--- src/design/hsio_pkg.sv ---
// hsio bank package: lane, analog settings and axi4-lite types with shared constants
`default_nettype none

package hsio_pkg;

	// lane geometry
	localparam int LANES    = 4;
	localparam int WORD_LEN = 20;

	typedef logic [WORD_LEN-1:0] lane_word_t;
	typedef lane_word_t [LANES-1:0] lane_bus_t;  // 80 bits, lane 0 in the low word

	// analog settings, msb first as the transceiver port packs them
	typedef struct packed {
		logic [3:0] rx_eqctrl;
		logic [2:0] rx_eqdcgain;
		logic [4:0] tx_preemp_0t;
		logic [4:0] tx_preemp_1t;
		logic [4:0] tx_preemp_2t;
		logic [2:0] tx_vodctrl;
	} analog_params_t;

	localparam logic [2:0] VOD_LIMIT = 3'd6;  // highest drive level accepted
	localparam int RECO_BUSY_CYCLES  = 6;
	localparam int RECO_WAIT_CYCLES  = 16;
	localparam int RECO_BUSY_W       = $clog2(RECO_BUSY_CYCLES + 1);
	localparam int RECO_WAIT_W       = $clog2(RECO_WAIT_CYCLES + 1);

	// fifo error stretching, rx fifos low, tx fifos high
	localparam logic [11:0] STRETCH_CYCLES = 12'd64;
	localparam int ERR_W = 2 * LANES;

	// axi4-lite
	localparam int AXIL_ADDR_W = 4;
	localparam int AXIL_DATA_W = 32;
	localparam int AXIL_STRB_W = AXIL_DATA_W / 8;

	typedef struct packed {
		logic                   awvalid;
		logic [AXIL_ADDR_W-1:0] awaddr;
		logic                   wvalid;
		logic [AXIL_DATA_W-1:0] wdata;
		logic [AXIL_STRB_W-1:0] wstrb;
		logic                   bready;
		logic                   arvalid;
		logic [AXIL_ADDR_W-1:0] araddr;
		logic                   rready;
	} axil_req_t;

	typedef struct packed {
		logic                   awready;
		logic                   wready;
		logic                   bvalid;
		logic [1:0]             bresp;
		logic                   arready;
		logic                   rvalid;
		logic [AXIL_DATA_W-1:0] rdata;
		logic [1:0]             rresp;
	} axil_rsp_t;

	// register map
	localparam logic [AXIL_ADDR_W-1:0] REG_CTRL   = 4'h0;
	localparam logic [AXIL_ADDR_W-1:0] REG_NEWP   = 4'h4;
	localparam logic [AXIL_ADDR_W-1:0] REG_PARAMS = 4'h8;
	localparam logic [AXIL_ADDR_W-1:0] REG_STATUS = 4'hC;

	// reconfig controller states
	typedef enum logic [2:0] {
		IDLE,
		WRITE,
		WRITE_WAIT,
		READ,
		READ_WAIT
	} reco_state_t;

endpackage

`default_nettype wire

--- src/design/hsio_reco_fsm.sv ---
// reconfig controller: sequences a settings write, timed wait, readback and second wait
`default_nettype none
`timescale 1ns/1ps

module hsio_reco_fsm (
	input  wire                      clk_in,
	input  wire                      arst_out,
	input  wire                      write_go,
	input  wire                      read_go,
	input  wire hsio_pkg::analog_params_t new_params,
	input  wire                      timer_max,
	input  wire                      busy,
	input  wire                      data_valid,
	input  wire hsio_pkg::analog_params_t readback,
	output logic                     timer_clr,
	output logic                     write_all,
	output logic                     read,
	output logic                     reco_busy,
	output hsio_pkg::analog_params_t analog_params
);

	import hsio_pkg::*;

	reco_state_t state_q;

	// timer held in clear outside the two wait states
	assign timer_clr = (state_q == IDLE) || (state_q == WRITE) || (state_q == READ);
	assign reco_busy = (state_q != IDLE);

	always_ff @(posedge clk_in or posedge arst_out) begin
		if (arst_out) begin
			state_q       <= IDLE;
			write_all     <= 1'b0;
			read          <= 1'b0;
			analog_params <= '0;
		end else begin
			write_all <= 1'b0;  // strobes last one cycle
			read      <= 1'b0;
			case (state_q)
				IDLE: begin
					// write wins, go bits only looked at here
					if (write_go) begin
						state_q       <= WRITE;
						write_all     <= 1'b1;       // high during WRITE
						analog_params <= new_params;  // drives the store input
					end else if (read_go) begin
						state_q <= READ;
						read    <= 1'b1;
					end
				end
				WRITE: begin
					state_q <= WRITE_WAIT;
				end
				WRITE_WAIT: begin
					// full wait and the store settled, then read back
					if (timer_max && !busy) begin
						state_q <= READ;
						read    <= 1'b1;
					end
				end
				READ: begin
					state_q <= READ_WAIT;
				end
				READ_WAIT: begin
					if (timer_max) begin
						if (data_valid) begin
							analog_params <= readback;  // confirmed value, vod clamped
						end
						state_q <= IDLE;
					end
				end
				default: begin
					state_q <= IDLE;
				end
			endcase
		end
	end

endmodule

`default_nettype wire

--- src/design/hsio_reco_timer.sv ---
// reconfig wait timer: saturating counter that flags when the wait has run out
`default_nettype none
`timescale 1ns/1ps

module hsio_reco_timer (
	input  wire  clk_in,
	input  wire  arst_out,
	input  wire  timer_clr,
	output logic timer_max
);

	import hsio_pkg::*;

	logic [RECO_WAIT_W-1:0] count_q;

	// counts up from the end of the clear and sticks at the limit
	always_ff @(posedge clk_in or posedge arst_out) begin
		if (arst_out) begin
			count_q <= '0;
		end else if (timer_clr) begin
			count_q <= '0;
		end else if (!timer_max) begin
			count_q <= count_q + 1'b1;
		end
	end

	assign timer_max = (count_q == RECO_WAIT_W'(RECO_WAIT_CYCLES));  // stays up until cleared

endmodule

`default_nettype wire

--- src/design/hsio_analog_store.sv ---
// analog settings store: reconfig port model with vod clamp and post-write busy time
`default_nettype none
`timescale 1ns/1ps

module hsio_analog_store (
	input  wire                      clk_in,
	input  wire                      arst_out,
	input  wire                      write_all,
	input  wire hsio_pkg::analog_params_t params,
	input  wire                      read,
	output logic                     busy,
	output logic                     data_valid,
	output hsio_pkg::analog_params_t readback
);

	import hsio_pkg::*;

	logic [RECO_BUSY_W-1:0] busy_cnt_q;  // cycles of busy left
	analog_params_t         stored_q;    // settings held by the channel
	analog_params_t         clamped;
	logic                   rd_ok;

	// drive level above the limit is not accepted, pin it
	always_comb begin
		clamped = params;
		if (params.tx_vodctrl > VOD_LIMIT) begin
			clamped.tx_vodctrl = VOD_LIMIT;
		end
	end

	assign busy  = (busy_cnt_q != '0);
	assign rd_ok = read && !busy;  // reads during busy are ignored

	always_ff @(posedge clk_in or posedge arst_out) begin
		if (arst_out) begin
			busy_cnt_q <= '0;
			data_valid <= 1'b0;
			stored_q   <= '0;
		end else if (write_all) begin
			busy_cnt_q <= RECO_BUSY_W'(RECO_BUSY_CYCLES);
			data_valid <= 1'b0;  // old readback is stale now
			stored_q   <= clamped;
		end else begin
			if (busy) begin
				busy_cnt_q <= busy_cnt_q - 1'b1;
			end
			if (rd_ok) begin
				data_valid <= 1'b1;  // held until the next write
			end
		end
	end

	always_ff @(posedge clk_in) begin
		if (rd_ok) begin
			readback <= stored_q;
		end
	end

endmodule

`default_nettype wire

--- src/design/hsio_axil_regs.sv ---
// axi4-lite register slave: control pulses, new settings, readback and status
`default_nettype none
`timescale 1ns/1ps

module hsio_axil_regs (
	input  wire                      clk_in,
	input  wire                      arst_out,
	input  wire hsio_pkg::axil_req_t axil_req,
	input  wire                      reco_busy,
	input  wire hsio_pkg::analog_params_t analog_params,
	input  wire [hsio_pkg::ERR_W-1:0] err_flags,
	output hsio_pkg::axil_rsp_t      axil_rsp,
	output logic                     write_go,
	output logic                     read_go,
	output logic                     inject_pulse,
	output logic                     loopback,
	output hsio_pkg::analog_params_t new_params
);

	import hsio_pkg::*;

	logic                   wr_ready_q;  // awready and wready together
	logic                   bvalid_q;
	logic                   arready_q;
	logic                   rvalid_q;
	logic [AXIL_DATA_W-1:0] rdata_q;
	logic                   wr_hs;
	logic                   ar_hs;
	logic [AXIL_DATA_W-1:0] wmask;        // byte strobes widened to bits
	logic [AXIL_DATA_W-1:0] newp_merged;
	logic [AXIL_DATA_W-1:0] rd_mux;

	assign wr_hs = wr_ready_q && axil_req.awvalid && axil_req.wvalid;
	assign ar_hs = arready_q && axil_req.arvalid;

	always_comb begin
		for (int b = 0; b < AXIL_STRB_W; b++) begin
			wmask[8*b +: 8] = {8{axil_req.wstrb[b]}};
		end
	end

	assign newp_merged = ({7'h0, new_params} & ~wmask) | (axil_req.wdata & wmask);

	//////////////////////////////
	// write channel
	//////////////////////////////
	always_ff @(posedge clk_in or posedge arst_out) begin
		if (arst_out) begin
			wr_ready_q <= 1'b0;
			bvalid_q   <= 1'b0;
		end else if (wr_hs) begin
			wr_ready_q <= 1'b0;
			bvalid_q   <= 1'b1;  // response the cycle after
		end else begin
			if (bvalid_q && axil_req.bready) begin
				bvalid_q <= 1'b0;
			end
			// one-cycle ready once address and data both wait, none while b pending
			wr_ready_q <= axil_req.awvalid && axil_req.wvalid && !wr_ready_q && !bvalid_q;
		end
	end

	always_ff @(posedge clk_in or posedge arst_out) begin
		if (arst_out) begin
			write_go     <= 1'b0;
			read_go      <= 1'b0;
			inject_pulse <= 1'b0;
			loopback     <= 1'b0;
			new_params   <= '0;
		end else begin
			write_go     <= 1'b0;
			read_go      <= 1'b0;
			inject_pulse <= 1'b0;
			if (wr_hs) begin
				case (axil_req.awaddr)
					REG_CTRL: begin
						if (axil_req.wstrb[0]) begin
							write_go     <= axil_req.wdata[0];
							read_go      <= axil_req.wdata[1];
							loopback     <= axil_req.wdata[2];  // level
							inject_pulse <= axil_req.wdata[3];
						end
					end
					REG_NEWP: new_params <= analog_params_t'(newp_merged[24:0]);
					default: ;  // writes elsewhere dropped
				endcase
			end
		end
	end

	//////////////////////////////
	// read channel
	//////////////////////////////
	always_comb begin
		case (axil_req.araddr)
			REG_NEWP:   rd_mux = {7'h0, new_params};
			REG_PARAMS: rd_mux = {7'h0, analog_params};
			REG_STATUS: rd_mux = {16'h0, err_flags, 7'h0, reco_busy};
			default:    rd_mux = '0;  // ctrl is write-only
		endcase
	end

	always_ff @(posedge clk_in or posedge arst_out) begin
		if (arst_out) begin
			arready_q <= 1'b0;
			rvalid_q  <= 1'b0;
		end else if (ar_hs) begin
			arready_q <= 1'b0;
			rvalid_q  <= 1'b1;
		end else begin
			if (rvalid_q && axil_req.rready) begin
				rvalid_q <= 1'b0;
			end
			arready_q <= !rvalid_q || axil_req.rready;  // open again once r is taken
		end
	end

	always_ff @(posedge clk_in) begin
		if (ar_hs) begin
			rdata_q <= rd_mux;
		end
	end

	assign axil_rsp = '{
		awready: wr_ready_q,
		wready:  wr_ready_q,
		bvalid:  bvalid_q,
		bresp:   2'b00,
		arready: arready_q,
		rvalid:  rvalid_q,
		rdata:   rdata_q,
		rresp:   2'b00
	};

endmodule

`default_nettype wire

--- src/design/hsio_lane_path.sv ---
// lane datapaths: per-lane bit reversal, tx error injection and serial loopback
`default_nettype none
`timescale 1ns/1ps

module hsio_lane_path (
	input  wire                 clk_in,
	input  wire                 arst_out,
	input  wire hsio_pkg::lane_bus_t tx_data,
	input  wire hsio_pkg::lane_bus_t rx_lanes,
	input  wire                 inject_pulse,
	input  wire                 loopback,
	output hsio_pkg::lane_bus_t tx_lanes,
	output hsio_pkg::lane_bus_t rx_data
);

	import hsio_pkg::*;

	lane_bus_t tx_rev;
	lane_bus_t rx_src;
	lane_bus_t rx_rev;

	// serializer sends lsb first, so flip each word end for end
	function automatic lane_bus_t rev_bus(input lane_bus_t din);
		lane_bus_t dout;
		for (int l = 0; l < LANES; l++) begin
			for (int b = 0; b < WORD_LEN; b++) begin
				dout[l][b] = din[l][WORD_LEN-1-b];
			end
		end
		return dout;
	endfunction

	//////////////////////////////
	// transmit
	//////////////////////////////
	always_comb begin
		tx_rev       = rev_bus(tx_data);
		tx_rev[0][0] = tx_rev[0][0] ^ inject_pulse;  // single bit error, lane 0 only
	end

	always_ff @(posedge clk_in or posedge arst_out) begin
		if (arst_out) begin
			tx_lanes <= '0;
		end else begin
			tx_lanes <= tx_rev;
		end
	end

	//////////////////////////////
	// receive
	//////////////////////////////
	assign rx_src = loopback ? tx_lanes : rx_lanes;  // loopback taps the tx output regs
	assign rx_rev = rev_bus(rx_src);

	always_ff @(posedge clk_in or posedge arst_out) begin
		if (arst_out) begin
			rx_data <= '0;
		end else begin
			rx_data <= rx_rev;
		end
	end

endmodule

`default_nettype wire

--- src/design/hsio_err_stretch.sv ---
// fifo error stretcher: synchronizes each error pulse and holds a flag for a while
`default_nettype none
`timescale 1ns/1ps

module hsio_err_stretch (
	input  wire                        clk_in,
	input  wire                        arst_out,
	input  wire  [hsio_pkg::ERR_W-1:0] fifo_err,
	output wire  [hsio_pkg::ERR_W-1:0] err_flags
);

	import hsio_pkg::*;

	logic [ERR_W-1:0] sync_a_q;
	logic [ERR_W-1:0] sync_b_q;

	// two flop synchronizer on all inputs
	always_ff @(posedge clk_in or posedge arst_out) begin
		if (arst_out) begin
			sync_a_q <= '0;
			sync_b_q <= '0;
		end else begin
			sync_a_q <= fifo_err;
			sync_b_q <= sync_a_q;
		end
	end

	for (genvar i = 0; i < ERR_W; i++) begin : g_str
		logic [11:0] cnt_q;
		always_ff @(posedge clk_in or posedge arst_out) begin
			if (arst_out) begin
				cnt_q <= '0;
			end else if (sync_b_q[i]) begin
				cnt_q <= STRETCH_CYCLES;  // a new pulse restarts the stretch
			end else if (cnt_q != '0) begin
				cnt_q <= cnt_q - 1'b1;
			end
		end
		assign err_flags[i] = |cnt_q;
	end

endmodule

`default_nettype wire

--- src/design/hsio_bank.sv ---
// hsio bank top: register slave, reconfig controller, store, lane paths and error stretcher
`default_nettype none
`timescale 1ns/1ps

module hsio_bank (
	input  wire                        clk_in,
	input  wire                        arst_out,
	input  wire hsio_pkg::axil_req_t   axil_req,
	output hsio_pkg::axil_rsp_t        axil_rsp,
	input  wire hsio_pkg::lane_bus_t   tx_data,
	output hsio_pkg::lane_bus_t        tx_lanes,
	input  wire hsio_pkg::lane_bus_t   rx_lanes,
	output hsio_pkg::lane_bus_t        rx_data,
	input  wire [hsio_pkg::ERR_W-1:0]  fifo_err
);

	import hsio_pkg::*;

	// register slave outputs
	logic           write_go;
	logic           read_go;
	logic           inject_pulse;
	logic           loopback;
	analog_params_t new_params;

	// controller, timer and store
	logic           write_all;
	logic           read;
	logic           timer_clr;
	logic           timer_max;
	logic           reco_busy;
	analog_params_t analog_params;
	logic           busy;
	logic           data_valid;
	analog_params_t readback;

	wire [ERR_W-1:0] err_flags;

	hsio_axil_regs u_axil_regs (
		.clk_in        (clk_in),
		.arst_out      (arst_out),
		.axil_req      (axil_req),
		.reco_busy     (reco_busy),
		.analog_params (analog_params),
		.err_flags     (err_flags),
		.axil_rsp      (axil_rsp),
		.write_go      (write_go),
		.read_go       (read_go),
		.inject_pulse  (inject_pulse),
		.loopback      (loopback),
		.new_params    (new_params)
	);

	hsio_reco_fsm u_reco_fsm (
		.clk_in        (clk_in),
		.arst_out      (arst_out),
		.write_go      (write_go),
		.read_go       (read_go),
		.new_params    (new_params),
		.timer_max     (timer_max),
		.busy          (busy),
		.data_valid    (data_valid),
		.readback      (readback),
		.timer_clr     (timer_clr),
		.write_all     (write_all),
		.read          (read),
		.reco_busy     (reco_busy),
		.analog_params (analog_params)
	);

	hsio_reco_timer u_reco_timer (
		.clk_in    (clk_in),
		.arst_out  (arst_out),
		.timer_clr (timer_clr),
		.timer_max (timer_max)
	);

	// store takes the controller's captured settings
	hsio_analog_store u_analog_store (
		.clk_in     (clk_in),
		.arst_out   (arst_out),
		.write_all  (write_all),
		.params     (analog_params),
		.read       (read),
		.busy       (busy),
		.data_valid (data_valid),
		.readback   (readback)
	);

	hsio_lane_path u_lane_path (
		.clk_in       (clk_in),
		.arst_out     (arst_out),
		.tx_data      (tx_data),
		.rx_lanes     (rx_lanes),
		.inject_pulse (inject_pulse),
		.loopback     (loopback),
		.tx_lanes     (tx_lanes),
		.rx_data      (rx_data)
	);

	hsio_err_stretch u_err_stretch (
		.clk_in    (clk_in),
		.arst_out  (arst_out),
		.fifo_err  (fifo_err),
		.err_flags (err_flags)
	);

endmodule

`default_nettype wire

--- config.mk ---
export PLATFORM = sky130hd
export DESIGN_NAME = hsio_bank
export DESIGN_NICKNAME = d
export VERILOG_FILES = /design/src/design/hsio_pkg.sv /design/src/design/hsio_reco_fsm.sv /design/src/design/hsio_reco_timer.sv /design/src/design/hsio_analog_store.sv /design/src/design/hsio_axil_regs.sv /design/src/design/hsio_lane_path.sv /design/src/design/hsio_err_stretch.sv /design/src/design/hsio_bank.sv
export SDC_FILE = /design/constraint.sdc
export NUM_CORES = 1
export LEC_CHECK = 0
export BUFFER_PORTS_ARGS = -buffer_cell sky130_fd_sc_hd__buf_2
export CORE_MARGIN = 2
export CORE_UTILIZATION = 57
export CTS_CLUSTER_SIZE = 16
export DETAILED_ROUTE_END_ITERATION = 8
export PLACE_DENSITY = 0.85
export SLEW_MARGIN = 20
export SYNTH_ARGS = -nofsm -noshare
export SYNTH_HDL_FRONTEND = slang
export SYNTH_SLANG_ARGS = --single-unit
export TNS_END_PERCENT = 10
--- constraint.sdc ---
create_clock -name clk_in -period 29.2 [get_ports clk_in]
set_input_delay 2.92 -clock clk_in [delete_from_list [all_inputs] [get_ports clk_in]]
set_output_delay 2.92 -clock clk_in [all_outputs]
set_load 0.01 [all_outputs]
After elaboration in Yosys (flattened, before gate mapping)
Cells that the tools add are included.
{"block": "totals", "inputBits": 219, "regBits": 426, "output_inout_bits": 201}
{"block": "classes", "bitwise_logic": 5, "n_addsub": 10, "n_reduce_logical": 54, "order_cmp": 1, "n_eq_ne": 15, "muxes": 55}
{"op": "12-bit two-way mux", "n": 16}
{"op": "12-bit nonzero test", "n": 8}
{"op": "12-bit OR reduction", "n": 8}
{"op": "12-bit by 1-bit subtractor with 12-bit output, second input constant", "n": 8}
{"op": "80-bit two-way mux", "n": 1}
{"op": "25-bit two-way mux", "n": 3}
{"op": "25-bit case mux with 3 select lines", "n": 1}
{"op": "25-bit AND", "n": 2}
{"op": "25-bit case mux with 2 select lines", "n": 1}
{"op": "2-bit nonzero test", "n": 13}
{"op": "25-bit inverter", "n": 1}
{"op": "25-bit OR", "n": 1}
{"op": "1-bit two-way mux", "n": 22}
{"op": "3-bit two-way mux", "n": 7}
{"op": "3-bit case mux with 5 select lines", "n": 1}
{"op": "1-bit logical AND", "n": 10}
{"op": "5-bit two-way mux", "n": 2}
{"op": "4-bit by 3-bit equality test with 1-bit output, second input constant", "n": 2}
{"op": "4-bit equality test, second input constant", "n": 2}
{"op": "3-bit by 2-bit equality test with 1-bit output, second input constant", "n": 2}
{"op": "2-bit by 1-bit inequality test with 1-bit output, second input constant", "n": 3}
{"op": "3-bit AND reduction", "n": 2}
{"op": "3-bit nonzero test", "n": 2}
{"op": "5-bit by 1-bit adder with 5-bit output, second input constant", "n": 1}
{"op": "15 further kinds", "n": 21}

Longest topological paths before layout
Gate-level depths: netlist of run 1.
{"block": "depth", "ltp_word": 5, "mapped_depth": 8}

Cells and area by module
A second synthesis of run 1 with hierarchy kept.
{"block": "unflattened", "cells_unflattened": 1228, "hier_area_um2": 17123.9}
{"module": "hsio_err_stretch", "n_inst": 1, "seq_area_each_um2": 2802.7, "cells_each": 555, "area_each_um2": 5571.6}
{"module": "hsio_lane_path", "n_inst": 1, "seq_area_each_um2": 4003.8, "cells_each": 251, "area_each_um2": 5388.9}
{"module": "hsio_axil_regs", "n_inst": 1, "seq_area_each_um2": 1576.5, "cells_each": 175, "area_each_um2": 2543.7}
{"module": "hsio_analog_store", "n_inst": 1, "seq_area_each_um2": 1476.4, "cells_each": 100, "area_each_um2": 1919.3}
{"module": "hsio_reco_fsm", "n_inst": 1, "seq_area_each_um2": 750.7, "cells_each": 120, "area_each_um2": 1407.6}
{"module": "hsio_reco_timer", "n_inst": 1, "seq_area_each_um2": 125.1, "cells_each": 27, "area_each_um2": 292.8}

Worst setup path after synthesis of run 1
OpenSTA, ideal clock, no wires.
{"block": "synth_path", "path_kind": "input to register", "from": "input axil_req[2] in the netlist's numbering", "to": "register u_axil_regs.rdata_q[16], data pin", "stages": 5, "arrival_time_ns": 4.193, "required_ns": 29.068, "n_path_buf": 2, "setup_time_ns": 0.132, "slack_ns": 24.875, "cell_sequence": "nor3b_1 and2_0 clkbuf_1 clkbuf_1 a22o_1"}
{"block": "synth_between", "elab_chain_cells": 2, "word_cells_on_any_way": 4, "cone_classes": "eq/ne: 3; mux: 1"}
{"item": "from (decl)", "line_no": "hsio_bank.sv:8", "rtl": "input wire hsio_pkg::axil_req_t axil_req,"}
{"item": "4-bit equality test / 4-bit by 3-bit equality test with 1-bit output (equally long branches)", "line_no": "hsio_axil_regs.sv:95", "rtl": "case (axil_req.araddr)"}
{"item": "25-bit case mux with 3 select lines (*)", "line_no": "hsio_axil_regs.sv:95"}
{"item": "via u_axil_regs.rd_mux[16]", "line_no": "hsio_axil_regs.sv:31", "rtl": "logic [AXIL_DATA_W-1:0] rd_mux;"}
{"item": "to (signal assigned)", "line_no": "hsio_axil_regs.sv:120", "rtl": "rdata_q <= rd_mux;"}
{"item": "to (decl)", "line_no": "hsio_axil_regs.sv:26", "rtl": "logic [AXIL_DATA_W-1:0] rdata_q;"}
Mark *: on every way through the listed nets, which the timed path passes. The rest lies on a longest branch.
A chain may end at the register's enable or synchronous reset.

==> run metrics, run 1 <==
register area=~11000 sq um; global-route wire length before repair=approximately 69000 microns; min setup slack post-route=about 24 ns; postcts setup bufs=0; MaxCap Viol Count=0; Slew HR=22.16%; Skew-Pair Late Insertion Delay=around 0.54 ns; Slew @ Worst Pin=around 1.2 ns; Routability Congestion=0.8649; WL final=45120 microns; GR Overflow Total=0; CTS clk-pin slew, worst paths=~0.060 ns; Max clock buf depth=3; prevailing post-synth register cell=dfrtp_1; PD cells=just over 80 nW/um^2; Netlist cell types=66; vias in the first global route=12490; Post-synth EDFFs=50; critical-path cell list=buf_2 -> inv_8 -> buf_4 -> buf_12 -> buf_4; Crit Path Class=in -> async; number of fill cells=between 1500 and 2000; ANT nets after route=0; H-tree lvl count=2; min-delay worst type=reg -> reg; most frequent CP cell=buf_4; vias=approximately 12000; height of the die=between 150 and 200 microns; largest stage delay on the critical path=approximately 0.68 ns; sequential element share of the synthesized area=~65%; CTS resizes=0; Hold Buf Count CTS=0; Pleak=0.009699 uW; area grow syn2layout=23.53%; CP Capture Type=asynchronous set/reset pin; RSZ-0062 raised after global routing=no; CTS tree=yes; Final period util=between 15 and 20%; clk_skew=~0.013 ns; Num Clock Sinks=about 420; fin nets=about 1900; crit path time final=5.118 ns; IO buf count=401; Mapped Area=roughly 16000 sq um; drt first pass iters=6; Initial Utilization=about 58%; share of the synthesized area in the top cell type=56.14%; All-Layer GR Usage=29.72%; CTS Root Cell=clkbuf_16; Hold Vio Cnt, Final=0; HPWL Detailed=slightly above 30000 microns; synth warn=0; Pins Over Slew Limit=0; Critical Path AT=around 5.7 ns; fmax=195.4 MHz; dominant cell type by area after synthesis=dfrtp_1; status=finished clean; DR iter-0 viols=1016; Core ar.=roughly 29000 sq um; routed len/inst=21.73 microns; CP max FO=~150; # rows=between 60 and 70; Seq cells post-synth=~420; CP Launch Type=input pin; DRC=0; Final TNS setup=0 ns; synth top area cells=dfrtp_1 (56%), mux2_2 (9.2%), edfxtp_1 (9.1%); Synth Area per Inst=around 13 sq um; post-synthesis cell count=about 1300; Critical Path Slowest Stage Cell=buf_4; Die ar.=30230 sq um; setup violators final=0; ys async rst share=roughly 88%; largest net degree at the start of global routing=approximately 150; Die Span X=about 170 microns; pre-CTS WS=around 23 ns; Max VDD drop=approximately 0.059 mV; Critical Path RT=29.79 ns; most frequent cells in the layout=buf_2 (401), dfrtp_1 (368), nor2_1 (148); Num CTS Buffers=between 40 and 50; ratio of cells with drive above 1 in the final layout=between 30% and 40%; area of the multi-input gates=around 5300 sq um; initial antenna violation count=10; Via density=5.796; most common cell after layout, fill and taps aside=buf_2; Top Ports=420
==> kinds of logic (layout without fill, tap and decap cells) <==
group	after synthesis	in the layout	share of synthesized area [%]
AOI/OAI and AO/OA	181	181	7.074
buffers and inverters	103	525	3.111
other	1	13	0.02280
adders and majority gates	20	20	1.521
and+or+nand+nor	368	368	11.95
muxes	147	147	10.04
xor gates and xnor gates	19	19	1.012
DFF	419	419	65.27
==> final timing paths <==
kind,from,end,slack [ns],cells past startpoint
setup / recovery,arst_out,u_axil_regs.rvalid_q$_DFFE_PP0P_,24.08,5
hold / removal,u_err_stretch.sync_a_q[5]$_DFF_PP0_,u_err_stretch.sync_b_q[5]$_DFF_PP0_,0.35,0
setup reg to reg,u_analog_store.busy_cnt_q[0]$_DFFE_PP0P_,u_analog_store.readback[21]$_DFFE_PP_,26.82,5
hold reg to reg,u_err_stretch.sync_a_q[5]$_DFF_PP0_,u_err_stretch.sync_b_q[5]$_DFF_PP0_,0.35,0
max in group clk_in,axil_req[45],register,24.50,5
min in group asynchronous,arst_out,u_lane_path.tx_lanes[59]$_DFF_PP0_,2.51,2
==> sequential cells by signal, summed over array words and instances, names as in the netlist, 3 cells and up, named ones only <==
| signal | cells |
|---|---|
| u_err_stretch.sync_b_q | 8 |
| u_reco_timer.count_q | 5 |
| u_reco_fsm.state_q | 3 |
| u_analog_store.busy_cnt_q | 3 |
| u_err_stretch.sync_a_q | 8 |
| u_axil_regs.rdata_q | 25 |
| u_lane_path.rx_data | 80 |
| u_analog_store.readback | 25 |
| u_lane_path.tx_lanes | 80 |
| u_err_stretch.g_str.cnt_q | 96 |
| u_analog_store.stored_q | 25 |
| u_reco_fsm.analog_params | 25 |
==> area by class of cell <==
cell class / instances / share of cell area (%)
antenna: 2 / 0.02463
clock buffer: 58 / 6.281
clock inverter: 17 / 1.447
inverter: 40 / 0.7759
multi-input combinational: 746 / 25.88
sequential: 419 / 52.85
tap: 384 / 2.365
timing repair buffer: 410 / 10.37
==> routing by layer <==
layer,global-route usage (%),wire [microns]
met1,38.45,17580
met2,49.39,22510
met3,8.421,3918
met4,8.718,1057
met5,0,61
==> where the power goes <==
part           total [uW]  switching [uW]  internal (uW)
combinational         314             176            138
sequential            720            68.0            652
clock                 602             225            376
==> worst max-delay path, delay by kind of cell <==
family | cells | cell delay [ns]
buffers and inverters | 5 | 2.62
==> cell usage after synthesis, types with 15 or more instances <==
cell      instances
a21oi_1          58
a22o_1           16
buf_4            16
clkbuf_1         33
dfrtp_1         369
edfxtp_1         50
ha_1             20
inv_1            39
mux2_2          134
nand2_1          43
nor2_1          148
nor3_1           21
o21ai_0          30
o22ai_1          26
o31ai_1          15
or3_1            16
or4_1            16
==> metrics by stage <==
step | util [%] | hold slack, ns | power (uW) | cell area [sq um] | instances
after floorplan | - | 0.3312 | 942.5 | 16490 | 1268
after global placement | 65.51 | 0.3337 | 1010 | 18700 | 1998
after detailed placement | 65.54 | 0.3347 | 1032 | 18710 | 1998
after CTS | 71.04 | 0.3504 | 1637 | 20280 | 2073
after global routing | 71.17 | 0.3524 | 1709 | 20320 | 2076
final | 71.17 | 0.3495 | 1636 | 20320 | 2076
(Power assumes the default switching activity.)
==> inputs of run 2 (changes only) <==
--- a/config.mk
+++ b/config.mk
@@ -7,10 +7,10 @@
 export LEC_CHECK = 0
 export BUFFER_PORTS_ARGS = -buffer_cell sky130_fd_sc_hd__buf_2
 export CORE_MARGIN = 2
-export CORE_UTILIZATION = 57
+export CORE_UTILIZATION = 48
 export CTS_CLUSTER_SIZE = 16
 export DETAILED_ROUTE_END_ITERATION = 8
-export PLACE_DENSITY = 0.85
+export PLACE_DENSITY = 0.76
 export SLEW_MARGIN = 20
 export SYNTH_ARGS = -nofsm -noshare
 export SYNTH_HDL_FRONTEND = slang
==> constraint.sdc (replaced) <==
create_clock -name clk_in -period 4.7 [get_ports clk_in]
set_input_delay 0.47 -clock clk_in [delete_from_list [all_inputs] [get_ports clk_in]]
set_output_delay 0.47 -clock clk_in [all_outputs]
set_load 0.01 [all_outputs]
==> run 2 against run 1 <==
Setup slack worse by 22 ns; critical path type is now reg -> reg; design area is 4.1% higher; clock power grew to 5.9 times the previous value; clock-buffer cell count is 6 higher; register-to-register slack worse by 25 ns.
==> run metrics, run 2 (synthesis results as in run 1) <==
Die Span X=around 190 microns; Pleak=~0.01 uW; CP Capture Type=register; vias in the first global route=12400; # rows=67; Pins Over Slew Limit=0; Worst Path Buf+Inv=0; Hold Vio Cnt, Final=0; CTS tree=yes; Reg with most FFs=u_err_stretch.g_str.cnt_q; RSZ-0062 raised after global routing=no; Clk network pwr share=35.7%; clk_skew=between 0.02 and 0.025 ns; Max clock buf depth=3; H-tree lvl count=2; internal power=7042 uW; DRC=0; height of the die=189.1 microns; ratio of cells with drive above 1 in the final layout=between 30% and 40%; DR iter-0 viols=~650; status=finished clean; max reg flops=96; Critical Path Slowest Stage Cell=nor3b_1; GR Overflow Total=0; ANT nets after route=0; CP Launch Type=register; largest net degree at the start of global routing=about 140; min-delay worst type=in -> reg; post-route insts no fill=about 2200; drt first pass iters=5; setup violators final=0; number of fill cells=2496; critical-path cell list=nand3_1 -> nor3b_1 -> nand2_1 -> mux2_2; CTS resizes=0; All-Layer GR Usage=24.73%; global-route wire length before repair=~68000 microns; HPWL Detailed=approximately 30000 microns; Slew HR=31.01%; CTS Root Cell=clkbuf_16; Worst Hold Path Cells=1; Core Util, Final=roughly 63%; MaxCap Viol Count=0; CTS clk-pin slew, worst paths=approximately 0.06 ns; Crit Path Class=reg -> reg; largest stage delay on the critical path=approximately 0.85 ns; CP max FO=8; Die ar.=around 36000 sq um; CP Depth=4; Max VDD drop=0.3964 mV; Psw=2931 uW; register-to-register setup slack=about 2.2 ns; fin nets=1988; Num Clock Sinks=approximately 420; Top Ports=420; Critical Path AT=2.95 ns; R2R depth=4; Hold Buf Count CTS=between 80 and 90; total power=approximately 10000 uW; top flop regs=u_err_stretch.g_str.cnt_q x96, u_lane_path.rx_data x80, u_lane_path.tx_lanes x80; crit path time final=2.512 ns; Skew-Pair Late Insertion Delay=~0.57 ns; Num CTS Buffers=45; pre-CTS WS=around 1.9 ns; most common cell after layout, fill and taps aside=buf_2; dpl cells=around 2100; switching share of power=between 20% and 30%; Routability Congestion=between 0.8 and 0.9; Final period util=between 50% and 60%; routed len/inst=approximately 20 microns; worst hold slack=between 0.03 and 0.04 ns; Slew @ Worst Pin=1.033 ns; fmax=around 400 MHz; Critical Path RT=slightly above 5 ns; postcts setup bufs=0; WL final=44650 microns; most frequent cells in the layout=buf_2 (401), dfrtp_1 (368), nor2_1 (148); min setup slack post-route=2.188 ns; initial antenna violation count=4; Core ar.=between 30000 and 40000 sq um; Via density=approximately 5.4; Seq pwr share=~45%; Initial Utilization=roughly 49%; vias=~12000; IO buf count=401; area grow syn2layout=28.60%; Comb power frac=between 10% and 20%; PD cells=471.4 nW/um^2; CP top delay family=simple AND/OR/NAND/NOR gates
[run 2: worst paths after layout]
path | to | start
setup / recovery | register | u_axil_regs.wr_ready_q$_DFF_PP0_
hold / removal | u_lane_path.tx_lanes[63]$_DFF_PP0_ | tx_data[76]
setup reg to reg | register | u_axil_regs.wr_ready_q$_DFF_PP0_
hold reg to reg | u_err_stretch.sync_b_q[2]$_DFF_PP0_ | u_err_stretch.sync_a_q[2]$_DFF_PP0_
max in group asynchronous | u_err_stretch.g_str[3].cnt_q[6]$_DFFE_PP0P_ | arst_out
min in group asynchronous | u_err_stretch.sync_b_q[4]$_DFF_PP0_ | arst_out
[run 2: per-layer routing]
metal,global-route usage (%),routed length (microns),vias to the layer above
met5,0,56,-
li1,-,-,5454
met3,7.377,3450,109
met2,40.55,21730,432
met4,11.90,1904,8
met1,29.99,17500,5981
[run 2: final cells by class]
cell class / count / area [sq um] / area share, %
sequential: 419 / 10740 / 50.77
multi-input combinational: 746 / 5245 / 24.80
timing repair buffer: 497 / 2963 / 14.01
clock buffer: 64 / 1330 / 6.288
tap: 448 / 560.5 / 2.650
clock inverter: 19 / 156.4 / 0.7394
inverter: 40 / 153.9 / 0.7276
antenna: 2 / 5.005 / 0.02366
[run 2: through the flow]
step           instance area (sq um)  TNS, ns
5_1_grt                        21150        0
2_1_floorplan                  16490  -266.48
4_1_cts                        21150        0
3_3_place_gp                   18820        0
3_5_place_dp                   18820        0
6_report                       21150        0
[run 2: power groups by stage]
| stage | logic, uW | registers [uW] | clock network [uW] |
|---|---|---|---|
| after floorplan | 1440 | 4410 | 0 |
| after global placement | 1810 | 4480 | 0 |
| after detailed placement | 1890 | 4500 | 0 |
| after CTS | 1960 | 4450 | 3600 |
| after global routing | 2180 | 4520 | 3770 |
| final | 1950 | 4460 | 3560 |
==> inputs of run 3 (changes only) <==
--- a/config.mk
+++ b/config.mk
@@ -5,12 +5,13 @@
 export SDC_FILE = /design/constraint.sdc
 export NUM_CORES = 1
 export LEC_CHECK = 0
+export ABC_AREA = 1
 export BUFFER_PORTS_ARGS = -buffer_cell sky130_fd_sc_hd__buf_2
 export CORE_MARGIN = 2
-export CORE_UTILIZATION = 48
+export CORE_UTILIZATION = 49
 export CTS_CLUSTER_SIZE = 16
 export DETAILED_ROUTE_END_ITERATION = 8
-export PLACE_DENSITY = 0.76
+export PLACE_DENSITY = 0.77
 export SLEW_MARGIN = 20
 export SYNTH_ARGS = -nofsm -noshare
 export SYNTH_HDL_FRONTEND = slang
==> constraint.sdc (replaced) <==
create_clock -name clk_in -period 2.3 [get_ports clk_in]
set_input_delay 0.23 -clock clk_in [delete_from_list [all_inputs] [get_ports clk_in]]
set_output_delay 0.23 -clock clk_in [all_outputs]
set_load 0.01 [all_outputs]
==> run 3 against run 2 <==
Critical path depth rose by 1; synthesized cell count increased by 54%; utilization grew 3.7 points; die area grew 3.8%; cell count grew 37%; clock skew up 0.0078 ns.
==> run metrics, run 3 <==
Post-synth EDFFs=50; Critical Path RT=around 2.8 ns; fin nets=around 2800; most common cell in the netlist=nand2_1; Comb power frac=23.8%; ratio of cells with drive above 1 in the final layout=between 10% and 20%; Slew HR=between 60% and 70%; Max clock buf depth=3; post-synthesis cell count=1935; share of the synthesized area in the top cell type=a little over half; global-route wire length before repair=around 85000 microns; Pleak=roughly 0.012 uW; CP max FO=28; height of the die=just under 200 microns; DRC=0; clk_skew=a little under 0.03 ns; CP Capture Type=register; top flop regs=u_err_stretch.g_str.cnt_q x96, u_lane_path.rx_data x80, u_lane_path.tx_lanes x80; Via density=approximately 5.3; area of the multi-input gates=about 5600 sq um; Slew @ Worst Pin=between 0.5 and 0.6 ns; largest net degree at the start of global routing=101; most common cell after layout, fill and taps aside=nand2_1; Skew-Pair Late Insertion Delay=roughly 0.58 ns; prevailing post-synth register cell=dfrtp_1; Core ar.=approximately 35000 sq um; sequential element share of the synthesized area=between 60% and 70%; setup violators final=0; dominant cell type by area after synthesis=dfrtp_1; Final period util=just over 80%; WL final=between 50000 and 60000 microns; ys async rst share=88.07%; area grow syn2layout=34.75%; Area after DPL=19920 sq um; vias=16020; Seq pwr share=41.7%; dpl cells=around 2800; crit path time final=around 1.9 ns; fin area=between 20000 and 25000 sq um; All-Layer GR Usage=between 20% and 30%; max reg flops=96; synth warn=0; Max VDD drop=roughly 0.79 mV; Seq cells post-synth=419; Synth top cells by count=nand2_1 (671), dfrtp_1 (369), nor2_1 (199); initial antenna violation count=5; postcts setup bufs=0; MaxCap Viol Count=0; Num CTS Buffers=45; Initial Utilization=roughly half; Die Span X=192.7 microns; HPWL Detailed=approximately 36000 microns; status=finished clean; CTS tree=yes; fmax=about 520 MHz; H-tree lvl count=2; most frequent cells in the layout=nand2_1 (671), buf_2 (401), dfrtp_1 (368); Crit Path Class=reg -> reg; post-route insts no fill=just over 3000; Core Util, Final=66.59%; switching share of power=around 33%; IO buf count=401; Critical Path AT=approximately 2.4 ns; Clk network pwr share=between 30% and 40%; Mapped Area=roughly 17000 sq um; synth top area cells=dfrtp_1 (53%), nand2_1 (14%), edfxtp_1 (8.6%); drt first pass iters=5; Routability Congestion=0.9213; GR Overflow Total=0; DR iter-0 viols=around 1100; number of fill cells=approximately 2600; Psw=7298 uW; # rows=between 60 and 70; Reg with most FFs=u_err_stretch.g_str.cnt_q; Synth Area per Inst=approximately 9.0 sq um; total power=between 20000 and 25000 uW; Top Ports=420; Pins Over Slew Limit=0; internal power=approximately 15000 uW; Netlist cell types=38; vias in the first global route=16140; PD cells=approximately 950 nW/um^2; Hold Vio Cnt, Final=0; min-delay worst type=in -> reg; register area=between 10000 and 15000 sq um; routed len/inst=about 18 microns; Final TNS setup=0 ns; RSZ-0062 raised after global routing=no; ANT nets after route=0; CP Launch Type=register; Num Clock Sinks=approximately 420; Die ar.=between 30000 and 40000 sq um; CTS clk-pin slew, worst paths=0.06 ns; CTS Root Cell=clkbuf_16
==> run 3: worst paths after layout <==
| path | start | endpoint | slack (ns) | cells after the start |
|---|---|---|---|---|
| max | u_reco_fsm.state_q[2]$_DFFE_PP0P_ | u_reco_fsm.analog_params[2]$_DFFE_PP0P_ | 0.39 | 5 |
| min | axil_req[7] | u_axil_regs.write_go$_DFF_PP0_ | 0.06 | 3 |
| max reg2reg | u_reco_fsm.state_q[2]$_DFFE_PP0P_ | u_reco_fsm.analog_params[2]$_DFFE_PP0P_ | 0.39 | 5 |
| min reg2reg | u_err_stretch.sync_a_q[2]$_DFF_PP0_ | u_err_stretch.sync_b_q[2]$_DFF_PP0_ | 0.35 | 0 |
| max in group asynchronous | arst_out | u_axil_regs.loopback$_DFFE_PP0P_ | 1.28 | 5 |
| min in group asynchronous | arst_out | u_err_stretch.sync_b_q[5]$_DFF_PP0_ | 0.30 | 4 |
==> run 3: critical path, cell delays in order (launching register included) <==
cell     delay [ns]
dfrtp_1        0.61
buf_4          0.27
nand3_4        0.33
nand2_4        0.42
nand2_1        0.13
nand2_1        0.09
==> run 3: layer usage <==
| metal | track usage (%) | vias up | routed length, microns |
|---|---|---|---|
| li1 | - | 7294 | - |
| met1 | 36.36 | 7643 | 21000 |
| met2 | 47.74 | 854 | 26030 |
| met3 | 8.874 | 227 | 5132 |
| met4 | 16.68 | 0 | 3060 |
| met5 | 0 | - | 0 |
==> run 3: cell type report <==
type | count | area share, %
diodes | 4 | 0.04257
clock buffers | 58 | 5.300
clock inverters | 26 | 1.416
inverters | 204 | 3.278
multi-input cells | 1258 | 23.84
flip-flops and latches | 419 | 45.67
well taps | 461 | 2.453
repair buffers | 621 | 18.01
==> run 3: per-stage QoR <==
| step | hold WS (ns) | setup WS, ns |
|---|---|---|
| floorplan | 0.2614 | -2.882 |
| global placement | 0.3263 | 0.5230 |
| detailed placement | 0.3312 | 0.4670 |
| CTS | 0.03558 | 0.4283 |
| global route | 0.08375 | 0.2841 |
| finish | 0.06351 | 0.3885 |
==> run 3: power groups by stage <==
stage	registers (uW)	logic (uW)	clock network [uW]
after detailed placement	9380	4930	0
after CTS	9270	5230	7750
after global routing	9420	6060	8080
after global placement	9350	4710	0
after floorplan	9210	3670	0
final	9300	5310	7670
==> run 3: repair_timing <==
action | CTS | global route
hold buffers | 200 | 0
endpoints found under the hold margin | 368 | 0
gates resized for setup | 0 | 0
==> run 3: cell families after synthesis <==
group           synth area share (%)
compound gates                 3.808
xor+xnor                      0.7027
fa+ha+maj                      1.434
buf+inv                        6.569
flops                          61.53
other cells                  0.02149
simple gates                   25.94
